**src/vstu_pkg.sv**
```systemverilog
/*
 * Shared constants and types of the vector store unit.
 * Element words, strobes, instruction ids, lengths and byte counts
 */

package vstu_pkg;

  ////////////////////////////////////////////////////
  // Lane element word
  ////////////////////////////////////////////////////

  // Bytes held by one lane word
  localparam int unsigned ElenBytes = 8;

  // One lane's element word and its byte strobes
  typedef logic [ElenBytes*8-1:0] elen_t;
  typedef logic [ElenBytes-1:0]   strb_t;

  ////////////////////////////////////////////////////
  // Instruction fields
  ////////////////////////////////////////////////////

  // Ids in flight across the whole machine
  localparam int unsigned NrVInsn = 8;
  typedef logic [$clog2(NrVInsn)-1:0] vinsn_id_t;

  // Element width code, bytes per element is 1 << code
  typedef logic [1:0] vsew_t;

  // Vector length in elements
  typedef logic [15:0] vl_t;

  // AXI burst length field, beats minus one
  typedef logic [7:0] axi_len_t;

  // Remaining bytes of one instruction, fits vl << 3
  typedef logic [18:0] byte_cnt_t;

endpackage

```
**src/vstu_insn_queue.sv**
```systemverilog
/*
 * In-order queue of store instructions.
 * Accept, issue and commit pointers over a circular buffer,
 * B-channel commit and one-hot completion report
 */

`timescale 1ns/100ps

module vstu_insn_queue #(
  parameter int unsigned InsnQueueDepth = 4
) (
  input  logic                           clk_i,
  input  logic                           rst_ni,
  // Sequencer requests
  input  logic                           req_valid_i,
  input  vstu_pkg::vinsn_id_t            req_id_i,
  input  vstu_pkg::vl_t                  req_vl_i,
  input  vstu_pkg::vsew_t                req_vsew_i,
  output logic                           req_ready_o,
  // Instruction under issue
  output logic                           issue_valid_o,
  output vstu_pkg::vl_t                  issue_vl_o,
  output vstu_pkg::vsew_t                issue_vsew_o,
  input  logic                           issue_done_i,
  // B channel
  input  logic                           b_valid_i,
  output logic                           b_ready_o,
  // Completion and status
  output logic [vstu_pkg::NrVInsn-1:0]   done_o,
  output logic                           pending_o
);

  import vstu_pkg::*;

  localparam int unsigned PtrW = (InsnQueueDepth > 1) ? $clog2(InsnQueueDepth) : 1;
  localparam int unsigned CntW = $clog2(InsnQueueDepth + 1);

  // Instruction storage
  vinsn_id_t id_q   [InsnQueueDepth];
  vl_t       vl_q   [InsnQueueDepth];
  vsew_t     vsew_q [InsnQueueDepth];

  logic [PtrW-1:0] accept_pnt_q, issue_pnt_q, commit_pnt_q;
  // Issue count covers unissued entries, commit count all live ones
  logic [CntW-1:0] issue_cnt_q, issue_cnt_d;
  logic [CntW-1:0] commit_cnt_q, commit_cnt_d;

  logic               accept, b_hs, commit;
  logic               b_ready_q;
  logic [NrVInsn-1:0] done_d, done_q;

  // Wrap a pointer at the queue depth
  function automatic logic [PtrW-1:0] ptr_inc(input logic [PtrW-1:0] ptr);
    if (ptr == PtrW'(InsnQueueDepth - 1)) begin
      return '0;
    end
    return ptr + 1'b1;
  endfunction

  ////////////////////////////////////////////////////
  // Handshakes
  ////////////////////////////////////////////////////

  assign req_ready_o = (commit_cnt_q != CntW'(InsnQueueDepth));
  assign accept      = req_valid_i && req_ready_o;
  assign b_ready_o   = b_ready_q;
  assign b_hs        = b_valid_i && b_ready_q;
  // Only an issued and uncommitted entry can retire
  assign commit      = b_hs && (commit_cnt_q > issue_cnt_q);

  // Head of the unissued part
  assign issue_valid_o = (issue_cnt_q != '0);
  assign issue_vl_o    = vl_q[issue_pnt_q];
  assign issue_vsew_o  = vsew_q[issue_pnt_q];

  assign pending_o = (commit_cnt_q != '0);
  assign done_o    = done_q;

  always_comb begin
    issue_cnt_d  = issue_cnt_q;
    commit_cnt_d = commit_cnt_q;
    done_d       = '0;
    if (accept) begin
      issue_cnt_d  = issue_cnt_d + CntW'(1);
      commit_cnt_d = commit_cnt_d + CntW'(1);
    end
    if (issue_done_i) begin
      issue_cnt_d = issue_cnt_d - CntW'(1);
    end
    if (commit) begin
      commit_cnt_d              = commit_cnt_d - CntW'(1);
      done_d[id_q[commit_pnt_q]] = 1'b1;
    end
  end

  // Payload written at the accept pointer
  always_ff @(posedge clk_i) begin
    if (accept) begin
      id_q[accept_pnt_q]   <= req_id_i;
      vl_q[accept_pnt_q]   <= req_vl_i;
      vsew_q[accept_pnt_q] <= req_vsew_i;
    end
  end

  always_ff @(posedge clk_i or negedge rst_ni) begin
    if (!rst_ni) begin
      accept_pnt_q <= '0;
      issue_pnt_q  <= '0;
      commit_pnt_q <= '0;
      issue_cnt_q  <= '0;
      commit_cnt_q <= '0;
      b_ready_q    <= 1'b0;
      done_q       <= '0;
    end else begin
      if (accept) accept_pnt_q <= ptr_inc(accept_pnt_q);
      if (issue_done_i) issue_pnt_q <= ptr_inc(issue_pnt_q);
      if (commit) commit_pnt_q <= ptr_inc(commit_pnt_q);
      issue_cnt_q  <= issue_cnt_d;
      commit_cnt_q <= commit_cnt_d;
      b_ready_q    <= 1'b1;
      done_q       <= done_d;
    end
  end

  ////////////////////////////////////////////////////
  // Checks
  ////////////////////////////////////////////////////

  // Occupancy stays within the depth, unissued entries within the live ones
  a_no_overflow: assert property (@(posedge clk_i) disable iff (!rst_ni)
    (commit_cnt_q <= CntW'(InsnQueueDepth)) && (issue_cnt_q <= commit_cnt_q));

  // The packer only finishes an instruction that is under issue
  a_done_has_issue: assert property (@(posedge clk_i) disable iff (!rst_ni)
    issue_done_i |-> issue_valid_o);

endmodule

```
**src/vstu_operand_reg.sv**
```systemverilog
/*
 * One-entry fall-through register for a lane operand.
 * Forwards when empty, holds the word while the packer stalls
 */

`timescale 1ns/100ps

module vstu_operand_reg (
  input  logic            clk_i,
  input  logic            rst_ni,
  // Lane side
  input  vstu_pkg::elen_t data_i,
  input  logic            valid_i,
  output logic            ready_o,
  // Packer side
  output vstu_pkg::elen_t data_o,
  output logic            valid_o,
  input  logic            ready_i
);

  import vstu_pkg::*;

  elen_t data_q;
  logic  full_q;

  // Stored word has priority over the lane input
  assign ready_o = !full_q;
  assign valid_o = full_q || valid_i;
  assign data_o  = full_q ? data_q : data_i;

  // Capture when a forwarded word is not taken
  always_ff @(posedge clk_i) begin
    if (!full_q && valid_i && !ready_i) begin
      data_q <= data_i;
    end
  end

  always_ff @(posedge clk_i or negedge rst_ni) begin
    if (!rst_ni) begin
      full_q <= 1'b0;
    end else if (full_q) begin
      full_q <= !ready_i;
    end else begin
      full_q <= valid_i && !ready_i;
    end
  end

  // Offered word survives a stall unchanged
  a_stable_out: assert property (@(posedge clk_i) disable iff (!rst_ni)
    valid_o && !ready_i |=> valid_o && $stable(data_o));

endmodule

```
**src/vstu_beat_packer.sv**
```systemverilog
/*
 * W-channel beat builder of the store unit.
 * Packs one word per lane into a beat, tracks instruction bytes
 * and beats within the current address-generator burst
 */

`timescale 1ns/100ps

module vstu_beat_packer #(
  parameter int unsigned NrLanes = 4
) (
  input  logic                                        clk_i,
  input  logic                                        rst_ni,
  // Instruction under issue
  input  logic                                        issue_valid_i,
  input  vstu_pkg::vl_t                               issue_vl_i,
  input  vstu_pkg::vsew_t                             issue_vsew_i,
  output logic                                        issue_done_o,
  // Lane operands
  input  vstu_pkg::elen_t [NrLanes-1:0]               operand_i,
  input  logic [NrLanes-1:0]                          operand_valid_i,
  output logic                                        operand_ready_o,
  // Address generator
  input  logic                                        addrgen_valid_i,
  input  vstu_pkg::axi_len_t                          addrgen_len_i,
  output logic                                        addrgen_ready_o,
  // W channel
  output logic [NrLanes*vstu_pkg::ElenBytes*8-1:0]    axi_w_data_o,
  output logic [NrLanes*vstu_pkg::ElenBytes-1:0]      axi_w_strb_o,
  output logic                                        axi_w_last_o,
  output logic                                        axi_w_valid_o,
  input  logic                                        axi_w_ready_i
);

  import vstu_pkg::*;

  localparam int unsigned BeatBytes    = NrLanes * ElenBytes;
  localparam byte_cnt_t   BeatBytesCnt = byte_cnt_t'(BeatBytes);

  byte_cnt_t bytes_q, bytes_d;
  byte_cnt_t cur_bytes;
  axi_len_t  beat_q, beat_d;
  logic      beat_avail, w_hs;
  logic      burst_last, insn_last;

  ////////////////////////////////////////////////////
  // Beat control
  ////////////////////////////////////////////////////

  // Zero count means a fresh instruction, take its size directly
  assign cur_bytes = (bytes_q == '0) ? (byte_cnt_t'(issue_vl_i) << issue_vsew_i) : bytes_q;

  // All sources present, beat offered regardless of W ready
  assign beat_avail = issue_valid_i && addrgen_valid_i && (&operand_valid_i) &&
                      (cur_bytes != '0);
  assign w_hs       = beat_avail && axi_w_ready_i;

  assign burst_last = (beat_q == addrgen_len_i);
  // Final beat of the instruction
  assign insn_last  = (cur_bytes <= BeatBytesCnt);

  assign axi_w_valid_o   = beat_avail;
  assign axi_w_last_o    = burst_last;
  // Lanes advance together, one word each per beat
  assign operand_ready_o = w_hs;
  // Burst request retires with its last beat
  assign addrgen_ready_o = w_hs && burst_last;
  // Empty instructions retire without any beat
  assign issue_done_o    = issue_valid_i && ((cur_bytes == '0) || (w_hs && insn_last));

  ////////////////////////////////////////////////////
  // Beat payload
  ////////////////////////////////////////////////////

  always_comb begin
    for (int unsigned lane = 0; lane < NrLanes; lane++) begin
      axi_w_data_o[lane*ElenBytes*8 +: ElenBytes*8] = operand_i[lane];
    end
  end

  // Strobe only the bytes still owed by the instruction
  always_comb begin
    for (int unsigned b = 0; b < BeatBytes; b++) begin
      axi_w_strb_o[b] = (byte_cnt_t'(b) < cur_bytes);
    end
  end

  ////////////////////////////////////////////////////
  // Counters
  ////////////////////////////////////////////////////

  always_comb begin
    bytes_d = bytes_q;
    beat_d  = beat_q;
    if (w_hs) begin
      // Floor at zero on the short final beat
      bytes_d = insn_last ? '0 : cur_bytes - BeatBytesCnt;
      beat_d  = burst_last ? '0 : beat_q + 1'b1;
    end
  end

  always_ff @(posedge clk_i or negedge rst_ni) begin
    if (!rst_ni) begin
      bytes_q <= '0;
      beat_q  <= '0;
    end else begin
      bytes_q <= bytes_d;
      beat_q  <= beat_d;
    end
  end

  // A stalled beat keeps its instruction and payload until taken
  a_w_hold: assert property (@(posedge clk_i) disable iff (!rst_ni)
    axi_w_valid_o && !axi_w_ready_i |=>
      axi_w_valid_o && issue_valid_i && $stable(axi_w_data_o) && $stable(axi_w_strb_o));

endmodule

```
**src/vstu_top.sv**
```systemverilog
/*
 * Vector store unit top level.
 * Instruction queue, per-lane operand registers and beat packer
 */

`timescale 1ns/100ps

module vstu_top #(
  parameter int unsigned NrLanes        = 4,
  parameter int unsigned InsnQueueDepth = 4
) (
  input  logic                                        clk_i,
  input  logic                                        rst_ni,
  // Sequencer
  input  logic                                        pe_req_valid_i,
  input  vstu_pkg::vinsn_id_t                         pe_req_id_i,
  input  vstu_pkg::vl_t                               pe_req_vl_i,
  input  vstu_pkg::vsew_t                             pe_req_vsew_i,
  output logic                                        pe_req_ready_o,
  output logic [vstu_pkg::NrVInsn-1:0]                pe_vinsn_done_o,
  // Lanes
  input  vstu_pkg::elen_t [NrLanes-1:0]               stu_operand_i,
  input  logic [NrLanes-1:0]                          stu_operand_valid_i,
  output logic [NrLanes-1:0]                          stu_operand_ready_o,
  // Address generator
  input  logic                                        addrgen_valid_i,
  input  vstu_pkg::axi_len_t                          addrgen_len_i,
  output logic                                        addrgen_ready_o,
  // AXI W and B
  output logic [NrLanes*vstu_pkg::ElenBytes*8-1:0]    axi_w_data_o,
  output logic [NrLanes*vstu_pkg::ElenBytes-1:0]      axi_w_strb_o,
  output logic                                        axi_w_last_o,
  output logic                                        axi_w_valid_o,
  input  logic                                        axi_w_ready_i,
  input  logic                                        axi_b_valid_i,
  output logic                                        axi_b_ready_o,
  // Status
  output logic                                        store_pending_o
);

  import vstu_pkg::*;

  // Queue to packer
  logic  issue_valid, issue_done;
  vl_t   issue_vl;
  vsew_t issue_vsew;

  // Operand registers to packer
  elen_t [NrLanes-1:0] operand;
  logic  [NrLanes-1:0] operand_valid;
  logic                operand_ready;

  vstu_insn_queue #(
    .InsnQueueDepth(InsnQueueDepth)
  ) insn_queue_i (
    .clk_i        (clk_i),
    .rst_ni       (rst_ni),
    .req_valid_i  (pe_req_valid_i),
    .req_id_i     (pe_req_id_i),
    .req_vl_i     (pe_req_vl_i),
    .req_vsew_i   (pe_req_vsew_i),
    .req_ready_o  (pe_req_ready_o),
    .issue_valid_o(issue_valid),
    .issue_vl_o   (issue_vl),
    .issue_vsew_o (issue_vsew),
    .issue_done_i (issue_done),
    .b_valid_i    (axi_b_valid_i),
    .b_ready_o    (axi_b_ready_o),
    .done_o       (pe_vinsn_done_o),
    .pending_o    (store_pending_o)
  );

  // One decoupling register per lane, all drained together
  for (genvar lane = 0; lane < NrLanes; lane++) begin : gen_operand_reg
    vstu_operand_reg operand_reg_i (
      .clk_i  (clk_i),
      .rst_ni (rst_ni),
      .data_i (stu_operand_i[lane]),
      .valid_i(stu_operand_valid_i[lane]),
      .ready_o(stu_operand_ready_o[lane]),
      .data_o (operand[lane]),
      .valid_o(operand_valid[lane]),
      .ready_i(operand_ready)
    );
  end

  vstu_beat_packer #(
    .NrLanes(NrLanes)
  ) beat_packer_i (
    .clk_i          (clk_i),
    .rst_ni         (rst_ni),
    .issue_valid_i  (issue_valid),
    .issue_vl_i     (issue_vl),
    .issue_vsew_i   (issue_vsew),
    .issue_done_o   (issue_done),
    .operand_i      (operand),
    .operand_valid_i(operand_valid),
    .operand_ready_o(operand_ready),
    .addrgen_valid_i(addrgen_valid_i),
    .addrgen_len_i  (addrgen_len_i),
    .addrgen_ready_o(addrgen_ready_o),
    .axi_w_data_o   (axi_w_data_o),
    .axi_w_strb_o   (axi_w_strb_o),
    .axi_w_last_o   (axi_w_last_o),
    .axi_w_valid_o  (axi_w_valid_o),
    .axi_w_ready_i  (axi_w_ready_i)
  );

endmodule

```
**config.mk**
```make
export PLATFORM = sky130hd
export DESIGN_NAME = vstu_top
export DESIGN_NICKNAME = d
export VERILOG_FILES = /design/src/vstu_pkg.sv /design/src/vstu_insn_queue.sv /design/src/vstu_operand_reg.sv /design/src/vstu_beat_packer.sv /design/src/vstu_top.sv
export SDC_FILE = /design/constraint.sdc
export NUM_CORES = 1
export LEC_CHECK = 0
export BUFFER_PORTS_ARGS = -buffer_cell sky130_fd_sc_hd__buf_2
export CAP_MARGIN = 20
export CORE_AREA = 2 2 234 236
export CTS_CLUSTER_DIAMETER = 120
export DETAILED_ROUTE_END_ITERATION = 10
export DIE_AREA = 0 0 236 238
export GPL_ROUTABILITY_DRIVEN = 0
export PLACE_DENSITY = 0.67
export SETUP_SLACK_MARGIN = 0.2
export SLEW_MARGIN = 20
export SYNTH_ARGS = -nofsm -noshare
export SYNTH_HDL_FRONTEND = slang
export SYNTH_SLANG_ARGS = --single-unit
```
**constraint.sdc**
```tcl
create_clock -name clk_i -period 6.25 [get_ports clk_i]
set_input_delay 0.3125 -clock clk_i [delete_from_list [all_inputs] [get_ports clk_i]]
set_output_delay 0.3125 -clock clk_i [all_outputs]
set_load 0.02 [all_outputs]
```
==> metrics.yaml <==
run_status:
  status: "finished clean"
layout:
  multiInputGateArea_mm2: 0.00570
  seq_area_mm2: 0.0115
  drive_gt1_frac: 0.505
  fill_cells: 4530
  fin_nets: 2270
  area_delta_synth_final_pct: 45.8
critical_path:
  path_depth: 12
  start_kind: "flop"
  critPathMaxFanout: 14
  r2r_start: "insn_queue_i.issue_pnt_q[0]"
  cp.buffers_inverters: 3
  worstPathArrival_ns: 5.32
  crit_path_max_incr_delay_ns: 0.70
  path_cells: "buf_4, mux4_2, and3_1, a221o_1, inv_1, ha_1, nor3b_1, o2111ai_1, nor4_4, nor2b_2, nand2_1, buf_2"
  worst_r2r_path_depth: 7
  worstPathRequired_ns: 5.94
  r2r_slack_ns: 1.08
  path_class: "flop to output pin"
  cp_top_family: "simple AND/OR/NAND/NOR gates"
  crit_start: "insn_queue_i.issue_pnt_q[0]"
  cpMaxStageDelayCell: "dfrtp_1"
  end_kind: "output pin"
  r2r-end: "gen_operand_reg[3].operand_reg_i.data_q[54]"
  crit_path_end: "axi_w_strb_o[4]"
die:
  core-area_mm2: 0.0535
  io_pins: 601
  start_util: 0.328
  dieArea_mm2: 0.0562
  rows: 85
  die_w_um: 236
  die_h_um: 238
detailed_routing:
  ant_nets: 0
  drt_iter0_drc: 678
  via_per_inst: 4.76
  num_vias: 12839
  wl_per_cell_um: 19.5
  first_pass_iters: 5
  drc: 0
  drt-total-wl_um: 52700
place:
  dp_hpwl_um: 36200
  pre_cts_ws_ns: 1.03
  port_buffers: 600
run:
  cap_violations: 0
logic_synthesis:
  ys.flop_type: "edfxtp_1"
  ys_ff_latch: 392
  synthTopCellsByArea: "edfxtp_1 58%, mux2_2 17%, dfrtp_1 7.4%"
  synth_largest_area_cell: "edfxtp_1"
  synth_area_per_cell_um2: 16.4
  postSynthCellCount: 1068
  synth-edff-count: 340
  synthDistinctLibCells: 63
  async_flop_share: 0.133
  syn-num-nets: 1380
  syn-cell-area_mm2: 0.0175
  ys_seq_area_frac: 0.657
  synth_top_area_frac: 0.582
  synth_warnings: 0
timing:
  fin_skew_ns: 0.0252
  setup_viol: 0
  final_max_slew_viol_count: 0
  max_slew_margin: 0.397
  period_share: 0.901
  timing.final.crit_period_ns: 5.63
  grt_setup_unrepaired: "false"
  setup_tns_ns: 0
  hold_violations: 0
  fin_ws_ns: 0.619
  worstMarginPinSlew_ns: 0.904
  fmax_mhz: 178
  hold_slack_ns: 0.0414
cts:
  cts_max_level: 2
  clk_pin_slew_ns: 0.06
  post_cts_buffers: 0
  cts_sinks: 392
  numCtsBuffers: 44
  root_buffer: "clkbuf_16"
  insertion_delay_ns: 0.57
  cts_buffer_depth: 3
  cts_tree: "yes"
pwr:
  static-leakage-power_nw: 10.2
  vdd_drop_max_mv: 0.274
  p_per_area_mw_per_mm2: 419
global_route:
  grt_max_degree: 68
  grt_usage: 0.178
  grt_pass1_wl_um: 78000
  gr-total-overflow: 0
  grt_pass1_vias: 13293
  antenna_found_initial: 12
min_path:
  worstHoldPathType: "input pin to flop"
  min-delay-start: "stu_operand_valid_i[1]"
-- synthesized netlist by cell type, types with 6 or more instances --
| master | n |
|---|---|
| edfxtp_1 | 340 |
| mux2_2 | 266 |
| dfrtp_1 | 52 |
| nor2_1 | 37 |
| clkbuf_1 | 32 |
| nand2_1 | 27 |
| xnor2_1 | 25 |
| inv_1 | 23 |
| o21ai_0 | 22 |
| mux4_2 | 21 |
| a21oi_1 | 18 |
| ha_1 | 17 |
| a22o_1 | 16 |
| nand3_1 | 14 |
| and3_1 | 13 |
| nor3_1 | 11 |
| o21ai_1 | 10 |
| buf_2 | 9 |
| nand2b_1 | 8 |
| nor2b_1 | 8 |
| a221oi_1 | 6 |
| mux2_1 | 6 |
| nand4_1 | 6 |
-- power by group --
| part | internal, W | switching [W] |
|---|---|---|
| registers | 0.00338 | 0.000201 |
| clock network | 0.00149 | 0.00104 |
| logic | 0.00184 | 0.00276 |
| total | 0.00671 | 0.00400 |
-- how the worst min path moves through the flow --
stage | to | cells after the start
2_1_floorplan | beat_packer_i.beat_q[0] | 0
3_3_place_gp | beat_packer_i.beat_q[7] | 1
3_5_place_dp | beat_packer_i.beat_q[7] | 1
4_1_cts | gen_operand_reg[1].operand_reg_i.full_q | 3
5_1_grt | gen_operand_reg[1].operand_reg_i.full_q | 3
6_report | gen_operand_reg[1].operand_reg_i.full_q | 3
-- area by class of cell --
cell class              count  share of cell area
diodes                     10            0.000979
clock buffers              65              0.0494
clock inverters            17             0.00588
inverters                  25             0.00367
multi-input cells         598               0.223
flip-flops and latches    392               0.451
well taps                 696              0.0341
repair buffers            897               0.232
-- cells in the final DEF, fill, tap and decap left out, drive strengths merged, types with 2 or more instances in the layout --
| master | instances |
|---|---|
| buf | 619 |
| edfxtp | 340 |
| dlygate4sd3 | 278 |
| mux2 | 273 |
| clkbuf | 65 |
| dfrtp | 52 |
| nor2 | 37 |
| o21ai | 32 |
| inv | 29 |
| nand2 | 27 |
| xnor2 | 25 |
| mux4 | 21 |
| a21oi | 19 |
| ha | 17 |
| a22o | 16 |
| nand3 | 14 |
| nor3 | 13 |
| and3 | 13 |
| diode | 10 |
| a221oi | 10 |
| clkinv | 9 |
| nand2b | 8 |
| nor2b | 8 |
| nor4 | 8 |
| nand4 | 7 |
| a21o | 5 |
| o31ai | 5 |
| and2 | 4 |
| mux2i | 4 |
| o41ai | 4 |
| o31a | 3 |
| a221o | 2 |
| nor4b | 2 |
| a31o | 2 |
| o21a | 2 |
| clkinvlp | 2 |
| bufinv | 2 |
| or2 | 2 |
-- flip-flops by register name (all words and copies together) (netlist names), 2 cells and up --
name and flops:
insn_queue_i.commit_pnt_q 2, insn_queue_i.id_q 12, insn_queue_i.done_o 8, insn_queue_i.vl_q 64
insn_queue_i.vsew_q 8, insn_queue_i.issue_pnt_q 2, insn_queue_i.commit_cnt_q 3, beat_packer_i.bytes_q 19
insn_queue_i.accept_pnt_q 2, insn_queue_i.issue_cnt_q 3, gen_operand.operand_reg_i.data_q 256, gen_operand.operand_reg_i.full_q 4
beat_packer_i.beat_q 8
-- timing repair --
action | 4_1_cts | 5_1_grt
gates resized for setup | 0 | 1
hold buffers | 278 | 0
hold endpoints to repair | 392 | 0
setup endpoints to repair | 0 | 8
-- stage by stage --
step | power (W) | instances | area [um^2] | util
final | 0.0107 | 2700 | 25600 | 0.478
after global routing | 0.0112 | 2697 | 25500 | 0.478
after CTS | 0.0108 | 2690 | 25500 | 0.477
after detailed placement | 0.00805 | 2330 | 21300 | 0.399
after global placement | 0.00799 | 2330 | 21300 | 0.398
after floorplan | 0.00671 | 1068 | 17500 | -
-- routing by layer --
metal,share of wire,global-route usage,wire (um)
met5,0.00063,0,33
met4,0.033,0.0743,1730
met3,0.063,0.0451,3340
met2,0.50,0.305,26500
met1,0.40,0.213,21100
-- cell families (layout without fill, tap and decap cells) --
kind of cell               count (synthesis)  after routing  synth area share
AOI/OAI and AO/OA                        108            108            0.0463
xor gates and xnor gates                  26             26            0.0130
adders and majority gates                 17             17            0.0121
buffers and inverters                     78           1004            0.0201
DFF                                      392            392             0.657
muxes                                    298            298             0.205
other                                      1             11          0.000214
and+or+nand+nor                          148            148            0.0468
-- worst register-to-register path, delay by kind of cell (launching register included) --
| family | cells | cell delay [ns] |
|---|---|---|
| buffers and inverters | 1 | 0.42 |
| AND/OR/NAND/NOR | 2 | 0.98 |
| AO/OA/AOI/OAI | 2 | 1.47 |
| flip-flops | 1 | 0.70 |
| multiplexers | 2 | 1.27 |
Power figures use the tool's default switching activity.
